<file path="config.mk">
export PLATFORM = sky130hd
export DESIGN_NAME = color_mixer_flat
export DESIGN_NICKNAME = d
export VERILOG_FILES = /design/src/logic/host_pkg.sv /design/src/logic/video_pkg.sv /design/src/logic/video_ifs.sv /design/src/logic/color_mixer.sv /design/src/flat_wrapper.sv
export SDC_FILE = /design/constraint.sdc
export NUM_CORES = 1
export LEC_CHECK = 0
export BUFFER_PORTS_ARGS = -buffer_cell sky130_fd_sc_hd__buf_4
export CORE_UTILIZATION = 32
export CTS_BUF_LIST = sky130_fd_sc_hd__clkbuf_16
export CTS_CLUSTER_DIAMETER = 50
export DETAILED_ROUTE_END_ITERATION = 7
export GPL_ROUTABILITY_DRIVEN = 0
export PLACE_DENSITY = 0.59
export SETUP_SLACK_MARGIN = 0.05
export SLEW_MARGIN = 20
export SYNTH_ARGS = -nofsm -noshare
export SYNTH_HDL_FRONTEND = slang
export SYNTH_SLANG_ARGS = --single-unit
</file>
<file path="constraint.sdc">
create_clock -name clk -period 1.52 [get_ports clk]
set_input_delay 0.304 -clock clk [delete_from_list [all_inputs] [get_ports clk]]
set_output_delay 0.304 -clock clk [all_outputs]
set_load 0.01 [all_outputs]
</file>
<file path="src/logic/host_pkg.sv">
`default_nettype none

// Host bus address map
package host_pkg;

	localparam int HOST_ADDR_BITS = 16;
	localparam int HOST_DATA_BITS = 8;

	typedef enum logic [1:0] {
		REG_MAP,
		REG_PATTERN,
		REG_SCROLL,
		REG_PALETTE
	} region_e;

	// addr[15:14] region, addr[13:12] layer, addr[11:0] offset
	localparam int REGION_LSB  = 14;
	localparam int LAYER_LSB   = 12;
	localparam int LAYER_BITS  = 2;
	localparam int OFFSET_BITS = 12;

	localparam int MAP_OFS_BITS = 7;	// {tile row, tile column}
	localparam int PAT_OFS_BITS = 8;	// {code, row in tile, pixel quad}
	localparam int PAL_OFS_BITS = 7;	// {entry, half}

	localparam logic [OFFSET_BITS-1:0] SCROLL_X_OFS = 12'd0;
	localparam logic [OFFSET_BITS-1:0] SCROLL_Y_OFS = 12'd1;

	function automatic region_e region_of(input logic [HOST_ADDR_BITS-1:0] addr);
		return region_e'(addr[REGION_LSB +: 2]);
	endfunction

	function automatic logic [LAYER_BITS-1:0] layer_of(input logic [HOST_ADDR_BITS-1:0] addr);
		return addr[LAYER_LSB +: LAYER_BITS];
	endfunction

	function automatic logic [OFFSET_BITS-1:0] offset_of(input logic [HOST_ADDR_BITS-1:0] addr);
		return addr[OFFSET_BITS-1:0];
	endfunction

endpackage

`default_nettype wire

</file>
<file path="src/logic/video_pkg.sv">
`default_nettype none

// Screen geometry and the pixel formats shared by the video blocks
package video_pkg;

	// Default screen geometry, in pixels and lines
	localparam int H_ACTIVE_DEF = 64;
	localparam int H_TOTAL_DEF  = 80;
	localparam int V_ACTIVE_DEF = 32;
	localparam int V_TOTAL_DEF  = 40;

	// Width of the h and v counters
	localparam int CNT_BITS = 9;

	// Tiles are 2**TILE_BITS pixels square
	localparam int TILE_BITS = 3;

	// Map is 16 x 8 tiles, so the plane is 128 x 64 pixels and wraps
	localparam int MAP_W_BITS = 4;
	localparam int MAP_H_BITS = 3;
	localparam int PLANE_X_BITS = MAP_W_BITS + TILE_BITS;
	localparam int PLANE_Y_BITS = MAP_H_BITS + TILE_BITS;

	localparam int CODE_BITS  = 4;	// 16 tile codes per layer
	localparam int COLOR_BITS = 2;	// Colour 0 is transparent
	localparam int PAL_BITS   = 2;	// Palette select per tile

	// One layer's output for a single screen position
	typedef struct packed {
		logic [COLOR_BITS-1:0] color;
		logic [PAL_BITS-1:0]   pal;
	} layer_pixel_t;

	// 4-bit per gun colour as stored in the palette
	typedef struct packed {
		logic [3:0] r;
		logic [3:0] g;
		logic [3:0] b;
	} rgb_t;

endpackage

`default_nettype wire

</file>
<file path="src/logic/video_ifs.sv">
`timescale 1ns/100ps
`default_nettype none

// Screen position and blanking from the video timer
interface video_timing_if;
	logic [video_pkg::CNT_BITS-1:0] h;
	logic [video_pkg::CNT_BITS-1:0] v;
	logic lhbl;	// High while inside the active part of a line
	logic lvbl;	// High while inside the active lines
	logic hinit;	// Single cycle at h == 0

	modport source (
		output h,
		output v,
		output lhbl,
		output lvbl,
		output hinit
	);

	modport sink (
		input h,
		input v,
		input lhbl,
		input lvbl,
		input hinit
	);
endinterface

// Host write strobes, no acknowledge
interface host_wr_if;
	logic [host_pkg::HOST_ADDR_BITS-1:0] addr;
	logic [host_pkg::HOST_DATA_BITS-1:0] data;
	logic we;

	modport master (
		output addr,
		output data,
		output we
	);

	modport slave (
		input addr,
		input data,
		input we
	);
endinterface

`default_nettype wire

</file>
<file path="src/logic/color_mixer.sv">
`timescale 1ns/100ps
`default_nettype none

// Layer priority, palette lookup and blanking
module color_mixer #(
	parameter int NUM_LAYERS = 3
) (
	input logic clk,
	input logic rst,
	video_timing_if.sink timing,
	host_wr_if.slave host,
	input video_pkg::layer_pixel_t pixels [NUM_LAYERS],
	output logic [3:0] red,
	output logic [3:0] green,
	output logic [3:0] blue,
	output logic lhbl_out,
	output logic lvbl_out
);

	localparam int LB = host_pkg::LAYER_BITS;
	localparam int ENTRY_BITS = LB + video_pkg::PAL_BITS + video_pkg::COLOR_BITS;
	localparam int PAL_DEPTH = 2**ENTRY_BITS;

	// Palette stored as two halves, matching the host write layout
	logic [7:0] rg_mem [PAL_DEPTH];
	logic [3:0] b_mem [PAL_DEPTH];

	logic [host_pkg::OFFSET_BITS-1:0] ofs;
	logic [ENTRY_BITS-1:0] wr_entry;
	logic wr_pal;

	logic [ENTRY_BITS-1:0] pal_idx;
	video_pkg::rgb_t pal_rgb;

	// Blanking levels, two cycles behind the timer to match the layers
	logic [1:0] lhbl_d;
	logic [1:0] lvbl_d;
	logic visible;

	assign ofs      = host_pkg::offset_of(host.addr);
	assign wr_entry = ofs[host_pkg::PAL_OFS_BITS-1:1];
	assign wr_pal   = host.we && host_pkg::region_of(host.addr) == host_pkg::REG_PALETTE;

	always_ff @(posedge clk) begin
		if (wr_pal) begin
			if (ofs[0]) begin
				b_mem[wr_entry] <= host.data[3:0];
			end else begin
				rg_mem[wr_entry] <= host.data;	// Red high nibble, green low
			end
		end
	end

	// Topmost opaque layer wins, entry 0 is the backdrop
	always_comb begin
		pal_idx = '0;
		for (int i = 0; i < NUM_LAYERS; i++) begin
			if (pixels[i].color != '0) begin
				pal_idx = {LB'(i), pixels[i].pal, pixels[i].color};
			end
		end
	end

	always_comb begin
		pal_rgb.r = rg_mem[pal_idx][7:4];
		pal_rgb.g = rg_mem[pal_idx][3:0];
		pal_rgb.b = b_mem[pal_idx];
	end

	always_ff @(posedge clk or posedge rst) begin
		if (rst) begin
			lhbl_d <= '0;
			lvbl_d <= '0;
		end else begin
			lhbl_d <= {lhbl_d[0], timing.lhbl};
			lvbl_d <= {lvbl_d[0], timing.lvbl};
		end
	end

	assign visible = lhbl_d[1] && lvbl_d[1];

	// Third cycle, aligned with the palette read
	always_ff @(posedge clk or posedge rst) begin
		if (rst) begin
			red      <= '0;
			green    <= '0;
			blue     <= '0;
			lhbl_out <= 1'b0;
			lvbl_out <= 1'b0;
		end else begin
			red      <= visible ? pal_rgb.r : 4'h0;
			green    <= visible ? pal_rgb.g : 4'h0;
			blue     <= visible ? pal_rgb.b : 4'h0;
			lhbl_out <= lhbl_d[1];
			lvbl_out <= lvbl_d[1];
		end
	end

endmodule

`default_nettype wire

</file>
<file path="src/flat_wrapper.sv">
// flat-port wrapper written by rule: the top's interface ports become plain ports
module color_mixer_flat 
#(
	parameter int NUM_LAYERS = 3
)
  (clk, rst, pixels, red, green, blue, lhbl_out, lvbl_out, timing_h, timing_v, timing_lhbl, timing_lvbl, timing_hinit, host_addr, host_data, host_we);
  video_timing_if timing_i ();
  host_wr_if host_i ();
  input logic clk;
  input logic rst;
  input video_pkg::layer_pixel_t pixels[NUM_LAYERS];
  output logic [3:0] red;
  output logic [3:0] green;
  output logic [3:0] blue;
  output logic lhbl_out;
  output logic lvbl_out;
  input wire logic [$bits(timing_i.h)-1:0] timing_h;
  input wire logic [$bits(timing_i.v)-1:0] timing_v;
  input wire logic [$bits(timing_i.lhbl)-1:0] timing_lhbl;
  input wire logic [$bits(timing_i.lvbl)-1:0] timing_lvbl;
  input wire logic [$bits(timing_i.hinit)-1:0] timing_hinit;
  input wire logic [$bits(host_i.addr)-1:0] host_addr;
  input wire logic [$bits(host_i.data)-1:0] host_data;
  input wire logic [$bits(host_i.we)-1:0] host_we;
  assign timing_i.h = timing_h;
  assign timing_i.v = timing_v;
  assign timing_i.lhbl = timing_lhbl;
  assign timing_i.lvbl = timing_lvbl;
  assign timing_i.hinit = timing_hinit;
  assign host_i.addr = host_addr;
  assign host_i.data = host_data;
  assign host_i.we = host_we;
  color_mixer #(.NUM_LAYERS(NUM_LAYERS)) u_core (.clk(clk), .rst(rst), .timing(timing_i), .host(host_i), .pixels(pixels), .red(red), .green(green), .blue(blue), .lhbl_out(lhbl_out), .lvbl_out(lvbl_out));
endmodule
</file>
==> impl_results.md <==
* Crit path launch type: primary input
* Final setup vio count at 13
* Mapped cell area at 0.0237 mm²
* Tightest Pin Transition at 586 ps
* Largest net degree at the start of global routing at 57
* Failing checks: DRC, setup timing
* Nets at 2124
* First-pass GRT wire length at 103 mm
* Area contributors post-synth: edfxtp_1 (72%), nand2_1 (6.2%), mux2i_1 (4.5%), nand3_1 (2.7%), nor2_1 (2.1%)
* Design area at 0.0320 mm²
* TritonCTS Sinks at 588
* Via total after detailed routing at 15900
* Top cells by count, synth: edfxtp_1 (570), nand2_1 (392), nand3_1 (130), nor2_1 (130), mux2i_1 (106)
* Post-Route Setup TNS at -4120 ps
* Final period util at 1.26
* Crit. End Element: flip-flop
* Crit Path Max Fanout at 6
* Pwr/cell area at 1180 mW/mm²
* Post-synth cell types at 46
* Syn Nets at 1808
* Setup ws final at -395 ps
* H-tree depth at 3
* Ys flop type: edfxtp_1
* DP HPWL at 46.1 mm
* Maximum VDD drop at 0.958 mV
* First-pass DRT Iterations at 8
* Hold Crit Class: primary input to flip-flop
* Post-route DRC at 3
* Number of synthesized flops with an enable pin at 570
* Placed cell areas at 0.0281 mm²
* Top cell type's share of synthesized area at 0.721
* Fmax at 522 MHz
* CTS clock-pin slew for the worst setup and hold paths at 50 ps
* Syn Area/Cell at 13.6 µm²
* Run status: finished, violations left
* CP Class: primary input to flip-flop
* Post-synth ARST share at 0.0306
* Clk root buf: clkbuf_16
* # fillers at 6407
* Die span in y at 274 µm
* WL final at 70.6 mm
* PortBufs at 47
* Total CTS buffers at 68
* Core Area at 0.0732 mm²
* Max_slew headroom at 0.610
* Yosys top cell by area: edfxtp_1
* Antenna viol nets, final at 0
* Most frequent cell after synthesis: edfxtp_1
* Vias in the first global route at 15500
* GRT Total Usage at 0.187
* CTS tree: built
* Congestion Overflow GR at 0
* Routed len/inst at 23.0 µm
* Crit path time final at 1910 ps
* Leak Pwr at 11.4 nW
* Fin Hold WS at 101 ps
* Die W at 274 µm
* Bufs on Longest Clock Path at 3
* Worst EP required at 2010 ps
* Die area at 0.0753 mm²
* Top Ports at 74
* Hold Vio Cnt, Final at 0
* Dpl ws at -1440 ps
* Antenna diodes at 0
* Seq cells post-synth at 588
* Initial Util at 0.324
* Number of DRC markers in iteration 0 at 1403
* PnR Total Power at 37.9 mW
* Max Cap Viol at 0
* Area grow syn2layout at 34.8%
* Final Skew at 28.3 ps
* Placement row count at 99
* RSZ-0062 raised after global routing: yes
* Yosys warnings at 0
* Vias per cell at 5.17
* Share of cells above drive strength 1 at 0.313
* Initial antenna violation count at 0
* Gate Count Post-Synth at 1748
* Seq/Total Area, Yosys at 0.740
* Clk_lat worst skew at 610 ps
* Crit path DAT at 2400 ps
* Max-slew violation count at 0
## path summary, 6_finish.rpt
path / cells after the start / to / slack (ps) / startpoint
worst max-delay path: 11 / u_core.green[0] / -390 / pixels[2]
worst min-delay path: 1 / u_core.rg_mem[34][6] / 100 / host_data[6]
worst max register to register: 7 / u_core.red[3] / -310 / u_core.rg_mem[5][7]
worst min register to register: 0 / u_core.lhbl_d[1] / 350 / u_core.lhbl_d[0]
max in group asynchronous: 4 / u_core.blue[2] / 910 / rst
min in group asynchronous: 4 / u_core.lhbl_d[0] / 310 / rst
## where the power goes
group          internal (mW)  switching [mW]
registers               17.8          0.0479
clock network           9.89            6.52
logic                   1.57            2.01
## metal layers
| metal | vias to the layer above | GRT usage | part of all wire |
|---|---|---|---|
| met5 | - | 0 | 0 |
| met4 | 0 | 0.0586 | 0.029 |
| met3 | 113 | 0.0384 | 0.079 |
| met2 | 644 | 0.299 | 0.47 |
| met1 | 8014 | 0.255 | 0.42 |
| li1 | 7134 | - | - |
## what timing repair did
action | CTS | global route
hold endpoints to repair | 26 | 0
setup buffers | 32 | 7
gates resized for setup | 143 | 84
hold buffers | 4 | 0
cloned | 8 | 6
setup endpoints to repair | 22 | 22
pin swaps | 48 | 40
## kinds of logic (layout without fill, tap and decap cells)
kind of cell | after synthesis | count (layout) | share of synthesized area
AND/OR/NAND/NOR | 789 | 789 | 0.151
flip-flops | 588 | 588 | 0.740
AO/OA/AOI/OAI | 144 | 144 | 0.0383
buffers and inverters | 118 | 486 | 0.0234
multiplexers | 109 | 109 | 0.0475
## critical path: stages
cell     delay (ps)
buf_12          130
nor3b_4         300
buf_6           160
nor3_4           50
buf_6           130
and2_4          170
buf_6           120
a32oi_2         190
a31oi_2         170
or4_4           510
nor4_4          160
## final cells by class
cell class	instances	area, µm²	share of cell area
Tap cell	959	1200	0.0375
Clock buffer	73	1830	0.0571
Timing Repair Buffer	360	4080	0.128
Sequential cell	588	17600	0.549
Multi-Input combinational cell	1042	6870	0.215
Clock inverter	49	430	0.0135
Inverter	4	15.0	0.000469
## stage by stage
stage	utilization	instances
floorplan	-	1748
global placement	0.384	2907
detailed placement	0.384	2907
CTS	0.430	3070
global route	0.437	3075
finish	0.437	3075
## registers in the layout, summed over array words and instances (netlist names)
name             flops
u_core.rg_mem      381
u_core.b_mem       189
u_core.blue          4
u_core.green         4
u_core.red           4
u_core.lhbl_d        2
u_core.lvbl_d        2
u_core.lhbl_out      1
u_core.lvbl_out      1
## cell usage in the layout, fill, tap and decap left out, types with 7 or more instances in the layout
cell type	Yosys	final
nor2_1	130	62
or3_4	0	7
nand3_1	130	120
clkinv_1	0	11
o21ai_0	14	9
o22ai_2	0	8
dfrtp_2	0	8
mux2i_2	0	11
mux2i_1	106	90
nand3b_1	7	7
bufinv_16	0	7
buf_4	10	230
nand2_1	392	386
edfxtp_1	570	570
or3_1	20	13
a21oi_1	36	30
buf_8	0	7
buf_12	0	68
nor2_4	0	67
buf_6	3	34
clkbuf_16	0	79
a31oi_1	35	26
inv_1	4	14
dfrtp_1	18	10
a31oi_2	0	8
nand3_2	0	7
o22ai_1	24	15
and3_1	41	38
buf_16	0	8
clkinv_2	0	12
nand4_1	8	8
(Power assumes the default switching activity.)
