===== src/logic/video_pkg.sv =====
`default_nettype none

// Screen geometry and the pixel formats shared by the video blocks
package video_pkg;

	// Default screen geometry, in pixels and lines
	localparam int H_ACTIVE_DEF = 64;
	localparam int H_TOTAL_DEF  = 80;
	localparam int V_ACTIVE_DEF = 32;
	localparam int V_TOTAL_DEF  = 40;

	// Width of the h and v counters
	localparam int CNT_BITS = 9;

	// Tiles are 2**TILE_BITS pixels square
	localparam int TILE_BITS = 3;

	// Map is 16 x 8 tiles, so the plane is 128 x 64 pixels and wraps
	localparam int MAP_W_BITS = 4;
	localparam int MAP_H_BITS = 3;
	localparam int PLANE_X_BITS = MAP_W_BITS + TILE_BITS;
	localparam int PLANE_Y_BITS = MAP_H_BITS + TILE_BITS;

	localparam int CODE_BITS  = 4;	// 16 tile codes per layer
	localparam int COLOR_BITS = 2;	// Colour 0 is transparent
	localparam int PAL_BITS   = 2;	// Palette select per tile

	// One layer's output for a single screen position
	typedef struct packed {
		logic [COLOR_BITS-1:0] color;
		logic [PAL_BITS-1:0]   pal;
	} layer_pixel_t;

	// 4-bit per gun colour as stored in the palette
	typedef struct packed {
		logic [3:0] r;
		logic [3:0] g;
		logic [3:0] b;
	} rgb_t;

endpackage

`default_nettype wire


===== src/logic/video_ifs.sv =====
`timescale 1ns/100ps
`default_nettype none

// Screen position and blanking from the video timer
interface video_timing_if;
	logic [video_pkg::CNT_BITS-1:0] h;
	logic [video_pkg::CNT_BITS-1:0] v;
	logic lhbl;	// High while inside the active part of a line
	logic lvbl;	// High while inside the active lines
	logic hinit;	// Single cycle at h == 0

	modport source (
		output h,
		output v,
		output lhbl,
		output lvbl,
		output hinit
	);

	modport sink (
		input h,
		input v,
		input lhbl,
		input lvbl,
		input hinit
	);
endinterface


`default_nettype wire


===== src/logic/video_timer.sv =====
`timescale 1ns/100ps
`default_nettype none

module video_timer #(
	parameter int H_ACTIVE = video_pkg::H_ACTIVE_DEF,
	parameter int H_TOTAL  = video_pkg::H_TOTAL_DEF,
	parameter int V_ACTIVE = video_pkg::V_ACTIVE_DEF,
	parameter int V_TOTAL  = video_pkg::V_TOTAL_DEF
) (
	input logic clk,
	input logic rst,
	video_timing_if.source timing
);

	localparam int CW = video_pkg::CNT_BITS;

	localparam logic [CW-1:0] H_LAST = CW'(H_TOTAL - 1);
	localparam logic [CW-1:0] V_LAST = CW'(V_TOTAL - 1);
	localparam logic [CW-1:0] H_VIS  = CW'(H_ACTIVE);
	localparam logic [CW-1:0] V_VIS  = CW'(V_ACTIVE);

	logic [CW-1:0] h;
	logic [CW-1:0] v;
	logic line_end;

	assign line_end = h == H_LAST;

	// Pixel counter
	always_ff @(posedge clk or posedge rst) begin
		if (rst) begin
			h <= '0;
		end else if (line_end) begin
			h <= '0;
		end else begin
			h <= h + 1'b1;
		end
	end

	// Line counter, advances once per line
	always_ff @(posedge clk or posedge rst) begin
		if (rst) begin
			v <= '0;
		end else if (line_end) begin
			if (v == V_LAST) begin
				v <= '0;
			end else begin
				v <= v + 1'b1;
			end
		end
	end

	assign timing.h     = h;
	assign timing.v     = v;
	assign timing.lhbl  = h < H_VIS;
	assign timing.lvbl  = v < V_VIS;
	assign timing.hinit = h == '0;	// Line start pulse

endmodule

`default_nettype wire


===== src/flat_wrapper.sv =====
// flat-port wrapper written by rule: the top's interface ports become plain ports
module video_timer_flat 
#(
	parameter int H_ACTIVE = video_pkg::H_ACTIVE_DEF,
	parameter int H_TOTAL  = video_pkg::H_TOTAL_DEF,
	parameter int V_ACTIVE = video_pkg::V_ACTIVE_DEF,
	parameter int V_TOTAL  = video_pkg::V_TOTAL_DEF
)
  (clk, rst, timing_h, timing_v, timing_lhbl, timing_lvbl, timing_hinit);
  video_timing_if timing_i ();
  input logic clk;
  input logic rst;
  output wire logic [$bits(timing_i.h)-1:0] timing_h;
  output wire logic [$bits(timing_i.v)-1:0] timing_v;
  output wire logic [$bits(timing_i.lhbl)-1:0] timing_lhbl;
  output wire logic [$bits(timing_i.lvbl)-1:0] timing_lvbl;
  output wire logic [$bits(timing_i.hinit)-1:0] timing_hinit;
  assign timing_h = timing_i.h;
  assign timing_v = timing_i.v;
  assign timing_lhbl = timing_i.lhbl;
  assign timing_lvbl = timing_i.lvbl;
  assign timing_hinit = timing_i.hinit;
  video_timer #(.H_ACTIVE(H_ACTIVE), .H_TOTAL(H_TOTAL), .V_ACTIVE(V_ACTIVE), .V_TOTAL(V_TOTAL)) u_core (.clk(clk), .rst(rst), .timing(timing_i));
endmodule

===== config.mk =====
export PLATFORM = sky130hd
export DESIGN_NAME = video_timer_flat
export DESIGN_NICKNAME = d
export VERILOG_FILES = /design/src/logic/video_pkg.sv /design/src/logic/video_ifs.sv /design/src/logic/video_timer.sv /design/src/flat_wrapper.sv
export SDC_FILE = /design/constraint.sdc
export NUM_CORES = 1
export LEC_CHECK = 0
export ABC_CLOCK_PERIOD_IN_PS = 2700
export BUFFER_PORTS_ARGS = -buffer_cell sky130_fd_sc_hd__clkbuf_2
export CORE_MARGIN = 2
export CORE_UTILIZATION = 40
export DETAILED_ROUTE_END_ITERATION = 12
export PLACE_DENSITY_LB_ADDON = 0.15
export SYNTH_ARGS = -nofsm -noshare
export SYNTH_HDL_FRONTEND = slang
export SYNTH_SLANG_ARGS = --single-unit

===== constraint.sdc =====
create_clock -name clk -period 2.7 [get_ports clk]
set_input_delay 0.135 -clock clk [delete_from_list [all_inputs] [get_ports clk]]
set_output_delay 0.135 -clock clk [all_outputs]
set_load 0.01 [all_outputs]

==> results.ini, run 1 <==
[yosys]
synth_cell_types = 26
ys_seq_elements = 18
synth_sequential_area_ratio = 0.507
synth_nets = 89
syn_avg_cell_area_um2 = 10.6
syn_inst = 84
ys_warn_count = 0
netlist_area_um2 = 888

[final_layout]
instances_no_fill = 138
finish.utilization = 0.499
layout-drive-gt1-share = 0.282
antenna_cells = 0
layout_common_cells = clkbuf_2 (22), dfrtp_1 (18), nand2_1 (9)
nets = 116
area_growth_pct = 20.7
final_common_cell = clkbuf_2

[route]
drt-pass1-iter-count = 4
drtAntennaViolNets = 0
routed_wl_um = 1650
wl_per_cell_um = 12.0
drtIter0Drc = 17
drc = 0
vias = 699
via_per_inst = 5.07

[floorplan]
io_pins = 23
die_y_um = 51.1
dieWidth_um = 51.1
start_util = 0.414
die-area_um2 = 2610
placementRows = 17
core_area_um2 = 2150

[timing]
max_freq_mhz = 569
tightest_slew_ps = 679
tns_ps = 0
finalClockSkew_ps = 4.32
fin_crit_sh = 0.651
hold_viol = 0
finalWorstSetupSlack_ps = 943
timing.final.setup_violations = 0
rsz0062_at_grt = false
fin_crit_ps = 1760
slew_headroom = 0.547
slew_violations = 0

[flow_run]
drv_cap = 0

[critical_path]
critPathLaunchType = flip-flop
path_class = flip-flop to output pin
critPathMaxFanout = 8
crit_arrival_ps = 1620
end_kind = output pin
crit_required_ps = 2570

[power_and_ir_drop]
p_per_area_nw_per_um2 = 414
share_comb_of_total_power = 0.015
netSwitchingFraction = 0.205
p_leak_nw = 0.530
ir_worst_vdd_mv = 0.178
fin_total_pwr_mw = 0.444
p_int_mw = 0.353
p_switching_mw = 0.0908
seqPwrFrac = 0.607
clkPwrFrac = 0.378

[clocking]
cts_resized = 0
cts_tree = built
insertion_delay_ps = 290
clockBufferDepth = 2
htree_num_levels = 1
cts.sinks = 18
root_buffer = clkbuf_4
cts_made_buffers = 3
clkTransAtPathRegs_ps = 110

[grt]
grt_usage = 0.141
grt_max_degree = 19
grt_pass1_wl_um = 2660
grt_pass1_vias = 624
antenna_found_initial = 0
overflow = 0

[placement]
hpwl_um = 1180
numPortBuffers = 22
pre_cts_slack_ps = 996
gp_congestion = 0.763
dp.cells = 133

[status]
status = completed

[min_path]
min_path_type = input port to async pin

-- timing repair --
item,4_1_cts,5_1_grt
hold endpoints to repair,18,0
buffers inserted,0,0
hold buffers,1,0
-- cell type report --
class                           instances  area (µm²)
Clock buffer                            4        36.3
Sequential cell                        18         450
Multi-Input combinational cell         61         415
Fill cell                             209        1080
Tap cell                               28        35.0
Inverter                                4        15.0
Timing Repair Buffer                   23         120
-- per-stage QoR --
stage,area (µm²),hold WS [ps]
after detailed placement,1030,254
final,1070,454
after global routing,1070,527
after global placement,1030,256
after CTS,1070,472
after floorplan,888,73.6
-- power groups by stage --
stage               Clock, mW  Combinational [mW]  Sequential [mW]
floorplan                   0             0.00405            0.275
global placement            0             0.00629            0.275
global route            0.182             0.00826            0.270
CTS                     0.174             0.00736            0.269
finish                  0.168             0.00685            0.269
detailed placement          0             0.00626            0.275
-- Yosys cell counts, drive strengths merged --
master  count  area, µm²
or3         1       6.26
dfrtp      18        450
xnor2       5       43.8
buf         1       7.51
and3        3       18.8
nor3        3       15.0
nor4        3       46.3
inv         4       15.0
nor2        6       22.5
a211oi      1       7.51
a21oi       2       10.0
or4         1       7.51
a31oi       1       6.26
xor2        5       43.8
ha          3       37.5
nand3       8       52.6
nand4       1       6.26
o31ai       1       7.51
a21o        1       8.76
nand2       9       33.8
and2        1       6.26
and4b       1       10.0
o21ai       5       25.0
-- critical path, cell delays in order (launching register included) --
cell	delay [ps]
dfrtp_1	480
nor4_4	460
and4b_1	260
clkbuf_2	130
-- registers in the layout, indices dropped and copies added (netlist names) --
| register | cells |
|---|---|
| u_core.timing.v | 9 |
| u_core.timing.h | 9 |
-- per-layer routing --
metal	vias up	GRT usage	wire length, µm
met5	-	0	0
met4	0	0.0811	29
met3	4	0.0263	84
met2	21	0.216	718
met1	329	0.186	818
li1	345	-	-
-- final timing paths --
path	from	slack, ps	cells past startpoint	end
max reg2reg	u_core.timing.h[4]$_DFF_PP0_	990	4	u_core.timing.v[3]$_DFFE_PP0N_
min reg2reg	u_core.timing.v[8]$_DFFE_PP0N_	490	1	u_core.timing.v[8]$_DFFE_PP0N_
max in group asynchronous	rst	1810	3	u_core.timing.h[5]$_DFF_PP0_
max	u_core.timing.h[4]$_DFF_PP0_	940	3	timing_hinit
min in group clk	u_core.timing.v[8]$_DFFE_PP0N_	490	1	u_core.timing.v[8]$_DFFE_PP0N_
min	rst	450	3	u_core.timing.v[8]$_DFFE_PP0N_
-- cell families (layout without fill, tap and decap cells) --
| logic type | Yosys count | count (layout) | synth area share |
|---|---|---|---|
| and+or+nand+nor | 37 | 37 | 0.254 |
| adders and majority gates | 3 | 3 | 0.0423 |
| xor gates and xnor gates | 10 | 10 | 0.0986 |
| AOI/OAI and AO/OA | 11 | 11 | 0.0732 |
| DFF | 18 | 18 | 0.507 |
| buffers and inverters | 5 | 31 | 0.0254 |
No activity file was read; power rests on OpenSTA's default activity.
==> run 2: changes to the inputs <==
--- a/config.mk
+++ b/config.mk
@@ -5,7 +5,7 @@
 export SDC_FILE = /design/constraint.sdc
 export NUM_CORES = 1
 export LEC_CHECK = 0
-export ABC_CLOCK_PERIOD_IN_PS = 2700
+export ABC_CLOCK_PERIOD_IN_PS = 1600
 export BUFFER_PORTS_ARGS = -buffer_cell sky130_fd_sc_hd__clkbuf_2
 export CORE_MARGIN = 2
 export CORE_UTILIZATION = 40
==> constraint.sdc (replaced) <==
create_clock -name clk -period 1.6 [get_ports clk]
set_input_delay 0.08 -clock clk [delete_from_list [all_inputs] [get_ports clk]]
set_output_delay 0.08 -clock clk [all_outputs]
set_load 0.01 [all_outputs]
==> results.ini, run 2 (synthesis results as in run 1) <==
[status]
status = completed  ; unchanged

[placement]
gp_congestion = 0.770  ; was 0.763
hpwl_um = 1370  ; was 1180 µm
placed_cell_area_um2 = 1120  ; was 1030 µm²
pre_cts_slack_ps = 40.8  ; was 996 ps
numPortBuffers = 22  ; unchanged

[floorplan]
die-area_um2 = 2610  ; unchanged
start_util = 0.414  ; unchanged
io_pins = 23  ; unchanged
die_y_um = 51.1  ; unchanged
placementRows = 17  ; unchanged
dieWidth_um = 51.1  ; unchanged
core_area_um2 = 2150  ; unchanged

[final_layout]
top_regs = u_core.timing.h (9), u_core.timing.v (9)  ; unchanged
ff_latch_area_um2 = 452  ; was 450 µm²
design_area_um2 = 1250  ; was 1070 µm²
final_common_cell = clkbuf_2  ; unchanged
layout_common_cells = clkbuf_2 (21), buf_4 (19), dfrtp_1 (17)  ; was clkbuf_2 (22), dfrtp_1 (18), nand2_1 (9)
nets = 135  ; was 116
finish.utilization = 0.584  ; was 0.499
final.fill_count = 211  ; was 209
area_growth_pct = 41.3  ; was 20.7%
layout-drive-gt1-share = 0.434  ; was 0.282
multiInputGateArea_um2 = 454  ; was 415 µm²
antenna_cells = 0  ; unchanged

[grt]
grt_pass1_wl_um = 3170  ; was 2660 µm
overflow = 0  ; unchanged
antenna_found_initial = 0  ; unchanged
grt_pass1_vias = 686  ; was 624
grt_max_degree = 19  ; unchanged
grt_usage = 0.165  ; was 0.141

[clocking]
cts_tree = built  ; unchanged
cts.sinks = 18  ; unchanged
clockBufferDepth = 2  ; unchanged
cts_made_buffers = 3  ; unchanged
htree_num_levels = 1  ; unchanged
clkTransAtPathRegs_ps = 110  ; about the same
insertion_delay_ps = 290  ; about the same
root_buffer = clkbuf_4  ; unchanged

[timing]
finalClockSkew_ps = 6.32  ; was 4.32 ps
slew_headroom = 0.548  ; was 0.547
tightest_slew_ps = 677  ; was 679 ps
timing.final.setup_violations = 0  ; unchanged
finalWorstSetupSlack_ps = 38.2  ; was 943 ps
fin_crit_ps = 1560
hold_viol = 0  ; unchanged
rsz0062_at_grt = true  ; was false
fin_crit_sh = 0.976
slew_violations = 0  ; unchanged
max_freq_mhz = 640

[route]
drtAntennaViolNets = 0  ; unchanged
drc = 0  ; unchanged
drtIter0Drc = 3  ; was 17
via_per_inst = 4.92  ; was 5.07
drt-pass1-iter-count = 4  ; unchanged
routed_wl_um = 1960  ; was 1650 µm
wl_per_cell_um = 12.5  ; was 12.0 µm
vias = 773  ; was 699

[min_path]
min_path_type = input port to async pin  ; unchanged

[power_and_ir_drop]
seqPwrFrac = 0.609  ; was 0.607
ir_worst_vdd_mv = 0.550  ; was 0.178 mV
share_comb_of_total_power = 0.016  ; was 0.015
p_leak_nw = 0.654  ; was 0.530 nW
netSwitchingFraction = 0.202  ; was 0.205
p_per_area_nw_per_um2 = 595  ; was 414 nW/µm²
clkPwrFrac = 0.376  ; was 0.378
p_switching_mw = 0.151  ; was 0.0908 mW
p_int_mw = 0.596  ; was 0.353 mW

[critical_path]
end_kind = output pin  ; unchanged
slowest_stage = dfrtp_1  ; unchanged
crit_arrival_ps = 1480  ; was 1620 ps
critPathLaunchType = flip-flop  ; unchanged
critPathMaxStageDelay_ps = 420  ; was 480 ps
worstPathCellList = nor4_4, buf_4, and4b_1, buf_2  ; was nor4_4, and4b_1, clkbuf_2
path_buf_inv = 2  ; was 1
path_class = flip-flop to output pin  ; unchanged
cp_top_family = simple AND/OR/NAND/NOR gates  ; unchanged
critPathMaxFanout = 3  ; was 8
crit_required_ps = 1520  ; was 2570 ps

[flow_run]
drv_cap = 0  ; unchanged

-- run 2: timing repair --
item | in CTS | in global routing
setup buffers | 2 | 4
endpoints found under the hold margin | 18 | 0
endpoints found under the setup margin | 1 | 8
hold buffers | 1 | 0
pin swaps | 4 | 3
gates resized for setup | 4 | 6
-- run 2: cell type report --
cell class                 count  area share
timing repair buffer          42       0.209
multi-input combinational     61       0.362
inverter                       4      0.0120
clock buffer                   4      0.0289
sequential                    18       0.360
tap                           28      0.0279
-- run 2: power groups by stage --
| stage | Clock, mW | Combinational [mW] | Sequential, mW |
|---|---|---|---|
| floorplan | 0 | 0.00684 | 0.464 |
| global placement | 0 | 0.0105 | 0.464 |
| detailed placement | 0 | 0.0107 | 0.464 |
| CTS | 0.295 | 0.0126 | 0.455 |
| global route | 0.308 | 0.0144 | 0.455 |
| finish | 0.280 | 0.0116 | 0.455 |
-- run 2: metal layers --
metal	vias up	track usage	share of wire
li1	383	-	-
met1	370	0.232	0.48
met2	18	0.247	0.47
met3	2	0.0351	0.036
met4	0	0.0676	0.0061
met5	-	0	0
-- run 2: worst paths after layout --
check	end	cells past startpoint	startpoint	slack, ps
min in group clk	u_core.timing.v[8]$_DFFE_PP0N_	1	u_core.timing.v[8]$_DFFE_PP0N_	510
hold reg to reg	u_core.timing.v[8]$_DFFE_PP0N_	1	u_core.timing.v[8]$_DFFE_PP0N_	510
hold / removal	u_core.timing.v[6]$_DFFE_PP0N_	3	rst	410
max in group asynchronous	u_core.timing.h[8]$_DFF_PP0_	3	rst	720
setup / recovery	timing_hinit	4	u_core.timing.h[4]$_DFF_PP0_	40
setup reg to reg	u_core.timing.v[5]$_DFFE_PP0N_	4	u_core.timing.v[6]$_DFFE_PP0N_	60
-- run 2: worst min-delay path: stages --
cell	delay, ps
dlygate4sd3_1	530
clkbuf_2	100
inv_1	490
-- run 2: metrics by stage --
step | cells | hold WS, ps | TNS, ps | total power, mW
2_1_floorplan | 84 | 18.6 | 0 | 0.470
3_3_place_gp | 146 | 197 | 0 | 0.474
3_5_place_dp | 146 | 206 | 0 | 0.474
4_1_cts | 153 | 427 | -6.44 | 0.762
5_1_grt | 157 | 487 | -39.6 | 0.777
6_report | 157 | 406 | 0 | 0.747
