<file path="config.mk">
export PLATFORM = sky130hd
export DESIGN_NAME = tile_layer_flat
export DESIGN_NICKNAME = d
export VERILOG_FILES = /design/src/logic/host_pkg.sv /design/src/logic/video_pkg.sv /design/src/logic/video_ifs.sv /design/src/logic/tile_layer.sv /design/src/flat_wrapper.sv
export SDC_FILE = /design/constraint.sdc
export NUM_CORES = 2
export LEC_CHECK = 0
export BUFFER_PORTS_ARGS = -buffer_cell sky130_fd_sc_hd__buf_2
export CAP_MARGIN = 15
export CORE_UTILIZATION = 61
export DETAILED_ROUTE_END_ITERATION = 8
export PLACE_DENSITY = 0.84
export SLEW_MARGIN = 20
export SYNTH_ARGS = -nofsm -noshare
export SYNTH_HDL_FRONTEND = slang
export SYNTH_SLANG_ARGS = --single-unit
</file>
<file path="constraint.sdc">
create_clock -name clk -period 6.6 [get_ports clk]
set_input_delay 0.33 -clock clk [delete_from_list [all_inputs] [get_ports clk]]
set_output_delay 0.33 -clock clk [all_outputs]
set_load 0.02 [all_outputs]
</file>
<file path="src/logic/host_pkg.sv">
`default_nettype none

// Host bus address map
package host_pkg;

	localparam int HOST_ADDR_BITS = 16;
	localparam int HOST_DATA_BITS = 8;

	typedef enum logic [1:0] {
		REG_MAP,
		REG_PATTERN,
		REG_SCROLL,
		REG_PALETTE
	} region_e;

	// addr[15:14] region, addr[13:12] layer, addr[11:0] offset
	localparam int REGION_LSB  = 14;
	localparam int LAYER_LSB   = 12;
	localparam int LAYER_BITS  = 2;
	localparam int OFFSET_BITS = 12;

	localparam int MAP_OFS_BITS = 7;	// {tile row, tile column}
	localparam int PAT_OFS_BITS = 8;	// {code, row in tile, pixel quad}
	localparam int PAL_OFS_BITS = 7;	// {entry, half}

	localparam logic [OFFSET_BITS-1:0] SCROLL_X_OFS = 12'd0;
	localparam logic [OFFSET_BITS-1:0] SCROLL_Y_OFS = 12'd1;

	function automatic region_e region_of(input logic [HOST_ADDR_BITS-1:0] addr);
		return region_e'(addr[REGION_LSB +: 2]);
	endfunction

	function automatic logic [LAYER_BITS-1:0] layer_of(input logic [HOST_ADDR_BITS-1:0] addr);
		return addr[LAYER_LSB +: LAYER_BITS];
	endfunction

	function automatic logic [OFFSET_BITS-1:0] offset_of(input logic [HOST_ADDR_BITS-1:0] addr);
		return addr[OFFSET_BITS-1:0];
	endfunction

endpackage

`default_nettype wire

</file>
<file path="src/logic/video_pkg.sv">
`default_nettype none

// Screen geometry and the pixel formats shared by the video blocks
package video_pkg;

	// Default screen geometry, in pixels and lines
	localparam int H_ACTIVE_DEF = 64;
	localparam int H_TOTAL_DEF  = 80;
	localparam int V_ACTIVE_DEF = 32;
	localparam int V_TOTAL_DEF  = 40;

	// Width of the h and v counters
	localparam int CNT_BITS = 9;

	// Tiles are 2**TILE_BITS pixels square
	localparam int TILE_BITS = 3;

	// Map is 16 x 8 tiles, so the plane is 128 x 64 pixels and wraps
	localparam int MAP_W_BITS = 4;
	localparam int MAP_H_BITS = 3;
	localparam int PLANE_X_BITS = MAP_W_BITS + TILE_BITS;
	localparam int PLANE_Y_BITS = MAP_H_BITS + TILE_BITS;

	localparam int CODE_BITS  = 4;	// 16 tile codes per layer
	localparam int COLOR_BITS = 2;	// Colour 0 is transparent
	localparam int PAL_BITS   = 2;	// Palette select per tile

	// One layer's output for a single screen position
	typedef struct packed {
		logic [COLOR_BITS-1:0] color;
		logic [PAL_BITS-1:0]   pal;
	} layer_pixel_t;

	// 4-bit per gun colour as stored in the palette
	typedef struct packed {
		logic [3:0] r;
		logic [3:0] g;
		logic [3:0] b;
	} rgb_t;

endpackage

`default_nettype wire

</file>
<file path="src/logic/video_ifs.sv">
`timescale 1ns/100ps
`default_nettype none

// Screen position and blanking from the video timer
interface video_timing_if;
	logic [video_pkg::CNT_BITS-1:0] h;
	logic [video_pkg::CNT_BITS-1:0] v;
	logic lhbl;	// High while inside the active part of a line
	logic lvbl;	// High while inside the active lines
	logic hinit;	// Single cycle at h == 0

	modport source (
		output h,
		output v,
		output lhbl,
		output lvbl,
		output hinit
	);

	modport sink (
		input h,
		input v,
		input lhbl,
		input lvbl,
		input hinit
	);
endinterface

// Host write strobes, no acknowledge
interface host_wr_if;
	logic [host_pkg::HOST_ADDR_BITS-1:0] addr;
	logic [host_pkg::HOST_DATA_BITS-1:0] data;
	logic we;

	modport master (
		output addr,
		output data,
		output we
	);

	modport slave (
		input addr,
		input data,
		input we
	);
endinterface

`default_nettype wire

</file>
<file path="src/logic/tile_layer.sv">
`timescale 1ns/100ps
`default_nettype none

// One scrolled tile plane
// Stage 0 scrolls h/v, stage 1 reads the map, stage 2 reads the pattern
module tile_layer #(
	parameter int LAYER_ID = 0
) (
	input logic clk,
	input logic rst,
	video_timing_if.sink timing,
	host_wr_if.slave host,
	output video_pkg::layer_pixel_t pixel
);

	localparam int PX = video_pkg::PLANE_X_BITS;
	localparam int PY = video_pkg::PLANE_Y_BITS;
	localparam int TB = video_pkg::TILE_BITS;
	localparam int MAP_DEPTH = 2**host_pkg::MAP_OFS_BITS;
	localparam int PAT_DEPTH = 2**host_pkg::PAT_OFS_BITS;

	typedef struct packed {
		logic [video_pkg::PAL_BITS-1:0]  pal;
		logic [video_pkg::CODE_BITS-1:0] code;
	} map_entry_t;

	map_entry_t map_mem [MAP_DEPTH];
	logic [host_pkg::HOST_DATA_BITS-1:0] pat_mem [PAT_DEPTH];

	logic [host_pkg::OFFSET_BITS-1:0] ofs;
	logic layer_hit;
	logic wr_map;
	logic wr_pat;
	logic wr_scroll;

	// Scroll as written by the host, and as held for the current line
	logic [PX-1:0] scroll_x;
	logic [PY-1:0] scroll_y;
	logic [PX-1:0] scroll_x_line;
	logic [PY-1:0] scroll_y_line;

	logic [PX-1:0] sx;
	logic [PY-1:0] sy;
	logic [PX-1:0] plane_x;
	logic [PY-1:0] plane_y;

	map_entry_t map_q;
	logic [TB-1:0] fine_x_q;
	logic [TB-1:0] fine_y_q;

	logic [host_pkg::HOST_DATA_BITS-1:0] pat_byte;
	logic [host_pkg::HOST_DATA_BITS-1:0] pat_shift;

	// Host decode
	assign ofs       = host_pkg::offset_of(host.addr);
	assign layer_hit = host.we &&
		host_pkg::layer_of(host.addr) == host_pkg::LAYER_BITS'(LAYER_ID);
	assign wr_map    = layer_hit && host_pkg::region_of(host.addr) == host_pkg::REG_MAP;
	assign wr_pat    = layer_hit && host_pkg::region_of(host.addr) == host_pkg::REG_PATTERN;
	assign wr_scroll = layer_hit && host_pkg::region_of(host.addr) == host_pkg::REG_SCROLL;

	always_ff @(posedge clk) begin
		if (wr_map) begin
			map_mem[ofs[host_pkg::MAP_OFS_BITS-1:0]] <= map_entry_t'(host.data[5:0]);
		end
		if (wr_pat) begin
			pat_mem[ofs[host_pkg::PAT_OFS_BITS-1:0]] <= host.data;
		end
	end

	always_ff @(posedge clk or posedge rst) begin
		if (rst) begin
			scroll_x <= '0;
			scroll_y <= '0;
		end else if (wr_scroll) begin
			if (ofs == host_pkg::SCROLL_X_OFS) scroll_x <= host.data[PX-1:0];
			if (ofs == host_pkg::SCROLL_Y_OFS) scroll_y <= host.data[PY-1:0];
		end
	end

	// Scroll is sampled at the start of each line
	always_ff @(posedge clk or posedge rst) begin
		if (rst) begin
			scroll_x_line <= '0;
			scroll_y_line <= '0;
		end else if (timing.hinit) begin
			scroll_x_line <= scroll_x;
			scroll_y_line <= scroll_y;
		end
	end

	assign sx = timing.hinit ? scroll_x : scroll_x_line;
	assign sy = timing.hinit ? scroll_y : scroll_y_line;

	// Stage 0, wraps in the 128 x 64 plane
	assign plane_x = timing.h[PX-1:0] + sx;
	assign plane_y = timing.v[PY-1:0] + sy;

	// Stage 1, map entry for {tile row, tile column}
	always_ff @(posedge clk) begin
		map_q    <= map_mem[{plane_y[PY-1:TB], plane_x[PX-1:TB]}];
		fine_x_q <= plane_x[TB-1:0];
		fine_y_q <= plane_y[TB-1:0];
	end

	// Leftmost pixel of a quad sits in bits 7-6
	assign pat_byte  = pat_mem[{map_q.code, fine_y_q, fine_x_q[TB-1]}];
	assign pat_shift = pat_byte << {fine_x_q[1:0], 1'b0};

	// Stage 2
	always_ff @(posedge clk) begin
		pixel.color <= pat_shift[7 -: video_pkg::COLOR_BITS];
		pixel.pal   <= map_q.pal;
	end

endmodule

`default_nettype wire

</file>
<file path="src/flat_wrapper.sv">
// flat-port wrapper written by rule: the top's interface ports become plain ports
module tile_layer_flat 
#(
	parameter int LAYER_ID = 0
)
  (clk, rst, pixel, timing_h, timing_v, timing_lhbl, timing_lvbl, timing_hinit, host_addr, host_data, host_we);
  video_timing_if timing_i ();
  host_wr_if host_i ();
  input logic clk;
  input logic rst;
  output video_pkg::layer_pixel_t pixel;
  input wire logic [$bits(timing_i.h)-1:0] timing_h;
  input wire logic [$bits(timing_i.v)-1:0] timing_v;
  input wire logic [$bits(timing_i.lhbl)-1:0] timing_lhbl;
  input wire logic [$bits(timing_i.lvbl)-1:0] timing_lvbl;
  input wire logic [$bits(timing_i.hinit)-1:0] timing_hinit;
  input wire logic [$bits(host_i.addr)-1:0] host_addr;
  input wire logic [$bits(host_i.data)-1:0] host_data;
  input wire logic [$bits(host_i.we)-1:0] host_we;
  assign timing_i.h = timing_h;
  assign timing_i.v = timing_v;
  assign timing_i.lhbl = timing_lhbl;
  assign timing_i.lvbl = timing_lvbl;
  assign timing_i.hinit = timing_hinit;
  assign host_i.addr = host_addr;
  assign host_i.data = host_data;
  assign host_i.we = host_we;
  tile_layer #(.LAYER_ID(LAYER_ID)) u_core (.clk(clk), .rst(rst), .timing(timing_i), .host(host_i), .pixel(pixel));
endmodule
</file>
==> impl_metrics.tcl <==
set metrics [dict create \
    run_status "finished, final reports clean" \
    clk-insertion-delay-late_ps 950 \
    sum_of_internal_switching_and_leakage_power_mw 37.95 \
    start_kind "register" \
    placement_rows 156 \
    cts-htree-levels 5 \
    slew_violations 0 \
    cp_data_required_time_ps 7450 \
    rsz_0062_raised_after_global_routing "false" \
    synth_top_family_by_area "multiplexers" \
    synth_fa_ha_area_share_pct 0.1597 \
    antenna_violating_nets_post_route 0 \
    design.portCount 52 \
    cts_buffer_depth 4 \
    fp.dieW_um 429.1 \
    globalRoute.totalOverflow 0 \
    clock-root-buffer "sky130_fd_sc_hd__clkbuf_16" \
    post_synthesis_simple_gate_area_fraction_pct 4.832 \
    finalWorstPathRequiredPeriod_ps 5119 \
    stdcell_area_um2 123300 \
    longest_individual_stage_delay_on_the_worst_path_ps 830 \
    timing.final.setup_violations 0 \
    worstReg2RegStart "u_core.scroll_x[0]" \
    r2r_end "u_core.map_q[5]" \
    synthDistinctLibCells 63 \
    core_region_area_um2 180900 \
    cpMaxStageDelayCell "sky130_fd_sc_hd__o311ai_0" \
    die_height_um 429.1 \
    reg2reg_slack_ps 1480 \
    vias_per_cell 7.176 \
    floorplan.die_area_um2 184100 \
    drt-pass1-iter-count 6 \
    tritoncts "built" \
    grt_antenna_before_repair 11 \
    grt_use_total_pct 32.14 \
    path_buf_inv 1 \
    placed_standard_cell_area_um2 114200 \
    synthesis.area_per_instance_um2 19.55 \
    critical_path_arrival_ps 5960 \
    fmax_mhz 195.4 \
    synth-seq-cells 2858 \
    cts_buffers 290 \
    yosys_warnings 0 \
    synth.mux.area_fraction_pct 14.25 \
    grt_pass1_vias 60396 \
    initial_core_util_pct 61.49 \
    max-cap-violations 0 \
    worst_hold_slack_ps 16.01 \
    synth_sequential_area_ratio_pct 76.88 \
    drt-initial-drc-count 10204 \
    synth_enable_flop_cells 2816 \
    clk_transition_reported_paths_ps 60 \
    gp_congestion 0.8777 \
    synth_flop_cell "sky130_fd_sc_hd__edfxtp_1" \
    ir_worst_vdd_mv 0.2710 \
    final_cell_count_no_fill 8397 \
    io_buffer_count 44 \
    syn2layout_area_growth_pct 10.83 \
    postSynthCellCount 5691 \
    routed-via-count 60261 \
    power.density_cell_area_nw_per_um2 307.7 \
    drive_above_1_share_pct 20.43 \
    endpoint_kind "register" \
    final.setup_skew_ps 53.87 \
    final_min_period_over_clock_period_pct 77.56 \
    max-slew-margin-rel_pct 16.44 \
    synth_nets 5752 \
    post_cts.repair.setup_buffers 0 \
    timing.critical_path.fanout_max 56 \
    synth_compound_area_share_pct 2.281 \
    grt_max_degree 224 \
    worstSetupEndpoint "u_core.map_q[5]" \
    transition_at_the_pin_with_the_smallest_max_transition_slack_ps 1253 \
    remaining_drc_errors 0 \
    reg2regPathDepth 12 \
    final.setup.tns_ps 0 \
    critical-path-top-delay-family "compound AO/OA/AOI/OAI gates" \
    tritoncts_num_sinks 2858 \
    timing.critical_path.cells "mux2_2 > ha_1 > fa_1 > a21o_1 > a21oi_1 > xnor2_4 > buf_4 > a21oi_1 > o311ai_0 > or4_1 > o311ai_0 > o31a_1" \
    postRouteWirelength_mm 295.3 \
    fillerInstances 9905 \
    grt_pass1_wl_mm 423.5 \
    hold_path_class "in2reg" \
    hold_viol 0 \
    path_class "reg2reg" \
    setup.worst_path.start "u_core.scroll_x[0]" \
    crit_cells 12 \
    placed_cells_incl_taps 7878 \
    postSynth.asyncResetShare_pct 0.9097 \
    drt-wirelength-per-cell_um 35.17 \
    final_nets 5876 \
    p_leak_nw 38.87 \
    synthXorXnorAreaFrac_pct 0.1372 \
    dpl.hpwl_mm 150.8 \
    synth_area_um2 111300 \
]
==> routing by layer <==
metal | part of all wire [%] | up-vias | global-route usage (%) | wire (um)
li1 | - | 23246 | - | -
met2 | 49 | 5341 | 51.65 | 144000
met5 | 0.023 | - | 0 | 69
met1 | 33 | 30531 | 41.20 | 97530
met4 | 6.4 | 12 | 17.42 | 18820
met3 | 12 | 1131 | 7.293 | 34950
==> synthesized netlist by cell type (all sizes together) (3+ instances only) <==
cell type / n / share of area (%)
mux4: 632 / 13
nand3: 123 / 0.55
mux2: 26 / 0.26
a31oi: 50 / 0.28
xor2: 7 / 0.055
buf: 191 / 0.96
o21ai: 41 / 0.18
ha: 11 / 0.12
or4: 8 / 0.054
a311oi: 20 / 0.16
edfxtp: 2816 / 76
o31ai: 7 / 0.047
inv: 6 / 0.020
o21bai: 3 / 0.020
clkbuf: 143 / 0.48
nor4: 18 / 0.10
mux2i: 133 / 1.2
o221ai: 4 / 0.031
o311ai: 23 / 0.18
nor3: 21 / 0.094
dfxtp: 16 / 0.29
a221oi: 12 / 0.10
a21oi: 126 / 0.57
nand2: 609 / 2.1
a211oi: 6 / 0.040
a21o: 3 / 0.020
nand2b: 6 / 0.034
or3: 4 / 0.022
o32ai: 12 / 0.094
dfrtp: 26 / 0.58
nor2: 412 / 1.4
and3: 39 / 0.22
a32oi: 20 / 0.16
a32o: 12 / 0.11
nor2b: 14 / 0.079
o22ai: 17 / 0.096
xnor2: 7 / 0.062
a22oi: 5 / 0.034
o22a: 3 / 0.024
o211ai: 7 / 0.047
o31a: 5 / 0.039
nand4: 30 / 0.17
==> cells by family after synthesis <==
group           Yosys count
simple gates           1293
xor+xnor                 15
mux                     791
fa+ha+maj                13
buf+inv                 340
flops                  2858
compound gates          381
==> placed cells by master (no fill, tap or decap), types with 30 or more instances in the layout <==
cell type and count:
sky130_fd_sc_hd__clkinv_2 57, sky130_fd_sc_hd__a31oi_1 50, sky130_fd_sc_hd__nand4_1 30, sky130_fd_sc_hd__clkinv_1 44, sky130_fd_sc_hd__buf_12 33, sky130_fd_sc_hd__mux4_2 632
sky130_fd_sc_hd__mux2i_1 133, sky130_fd_sc_hd__and3_1 39, sky130_fd_sc_hd__nor2_1 411, sky130_fd_sc_hd__nand2_1 608, sky130_fd_sc_hd__edfxtp_1 2816, sky130_fd_sc_hd__clkbuf_16 298
sky130_fd_sc_hd__buf_2 36, sky130_fd_sc_hd__nand3_1 119, sky130_fd_sc_hd__clkbuf_1 56, sky130_fd_sc_hd__buf_4 73, sky130_fd_sc_hd__a21oi_1 124, sky130_fd_sc_hd__o21ai_0 41
==> registers in the layout, summed over array words and instances (netlist names) <==
| register | count |
|---|---|
| u_core.scroll_x | 7 |
| u_core.scroll_x_line | 7 |
| u_core.map_q | 6 |
| u_core.fine_x_q | 3 |
| u_core.pixel | 4 |
| u_core.map_mem | 768 |
| u_core.scroll_y | 6 |
| u_core.fine_y_q | 3 |
| u_core.pat_mem | 2048 |
| u_core.scroll_y_line | 6 |
==> worst reg2reg max path, cell delays in order, from the launching register on <==
cell	delay (ps)
sky130_fd_sc_hd__dfrtp_1	370
sky130_fd_sc_hd__mux2_2	280
sky130_fd_sc_hd__ha_1	230
sky130_fd_sc_hd__fa_1	450
sky130_fd_sc_hd__a21o_1	180
sky130_fd_sc_hd__a21oi_1	610
sky130_fd_sc_hd__xnor2_4	380
sky130_fd_sc_hd__buf_4	740
sky130_fd_sc_hd__a21oi_1	120
sky130_fd_sc_hd__o311ai_0	830
sky130_fd_sc_hd__or4_1	360
sky130_fd_sc_hd__o311ai_0	270
sky130_fd_sc_hd__o31a_1	200
==> timing repair <==
action	in CTS	in global routing
gates resized for setup	0	0
endpoints found under the hold margin	332	0
hold buffers	14	0
==> cell type report <==
cell class                      instances  area, um^2  area share, %
Clock buffer                          360        7750          6.285
Multi-Input combinational cell       2493       24190          19.62
Tap cell                             2370        2965          2.405
Inverter                                6       27.53        0.02232
Antenna cell                            6       15.01        0.01218
Sequential cell                      2858       85550          69.38
Timing Repair Buffer                  166        1673          1.357
Clock inverter                        138        1136         0.9213
==> power by group <==
group	switching [mW]	total [mW]	internal, mW	leakage [nW]
combinational	1.31	1.97	0.665	8.70
sequential	0.0685	20.0	19.9	25.8
clock	6.97	16.0	8.99	4.37
total	8.35	37.9	29.6	38.9
==> stage by stage <==
| stage | util (%) | worst slack [ps] |
|---|---|---|
| detailed placement | 63.14 | 1346 |
| global placement | 63.14 | 1374 |
| finish | 68.15 | 1481 |
| floorplan | - | 2653 |
| CTS | 68.13 | 1593 |
| global route | 68.15 | 1332 |
==> how the worst min path moves through the flow <==
stage | from | endpoint | slack, ps | cells past startpoint
floorplan | u_core.map_q[4] | u_core.pixel[0] | 310 | 0
global placement | u_core.map_q[4] | u_core.pixel[0] | 410 | 0
detailed placement | u_core.map_q[4] | u_core.pixel[0] | 390 | 0
CTS | host_data[2] | u_core.map_mem[13][2] | 0.7 | 1
global route | host_data[2] | u_core.map_mem[53][2] | 30 | 1
finish | host_data[2] | u_core.map_mem[117][2] | 20 | 1
No activity file was read; power rests on OpenSTA's default activity.
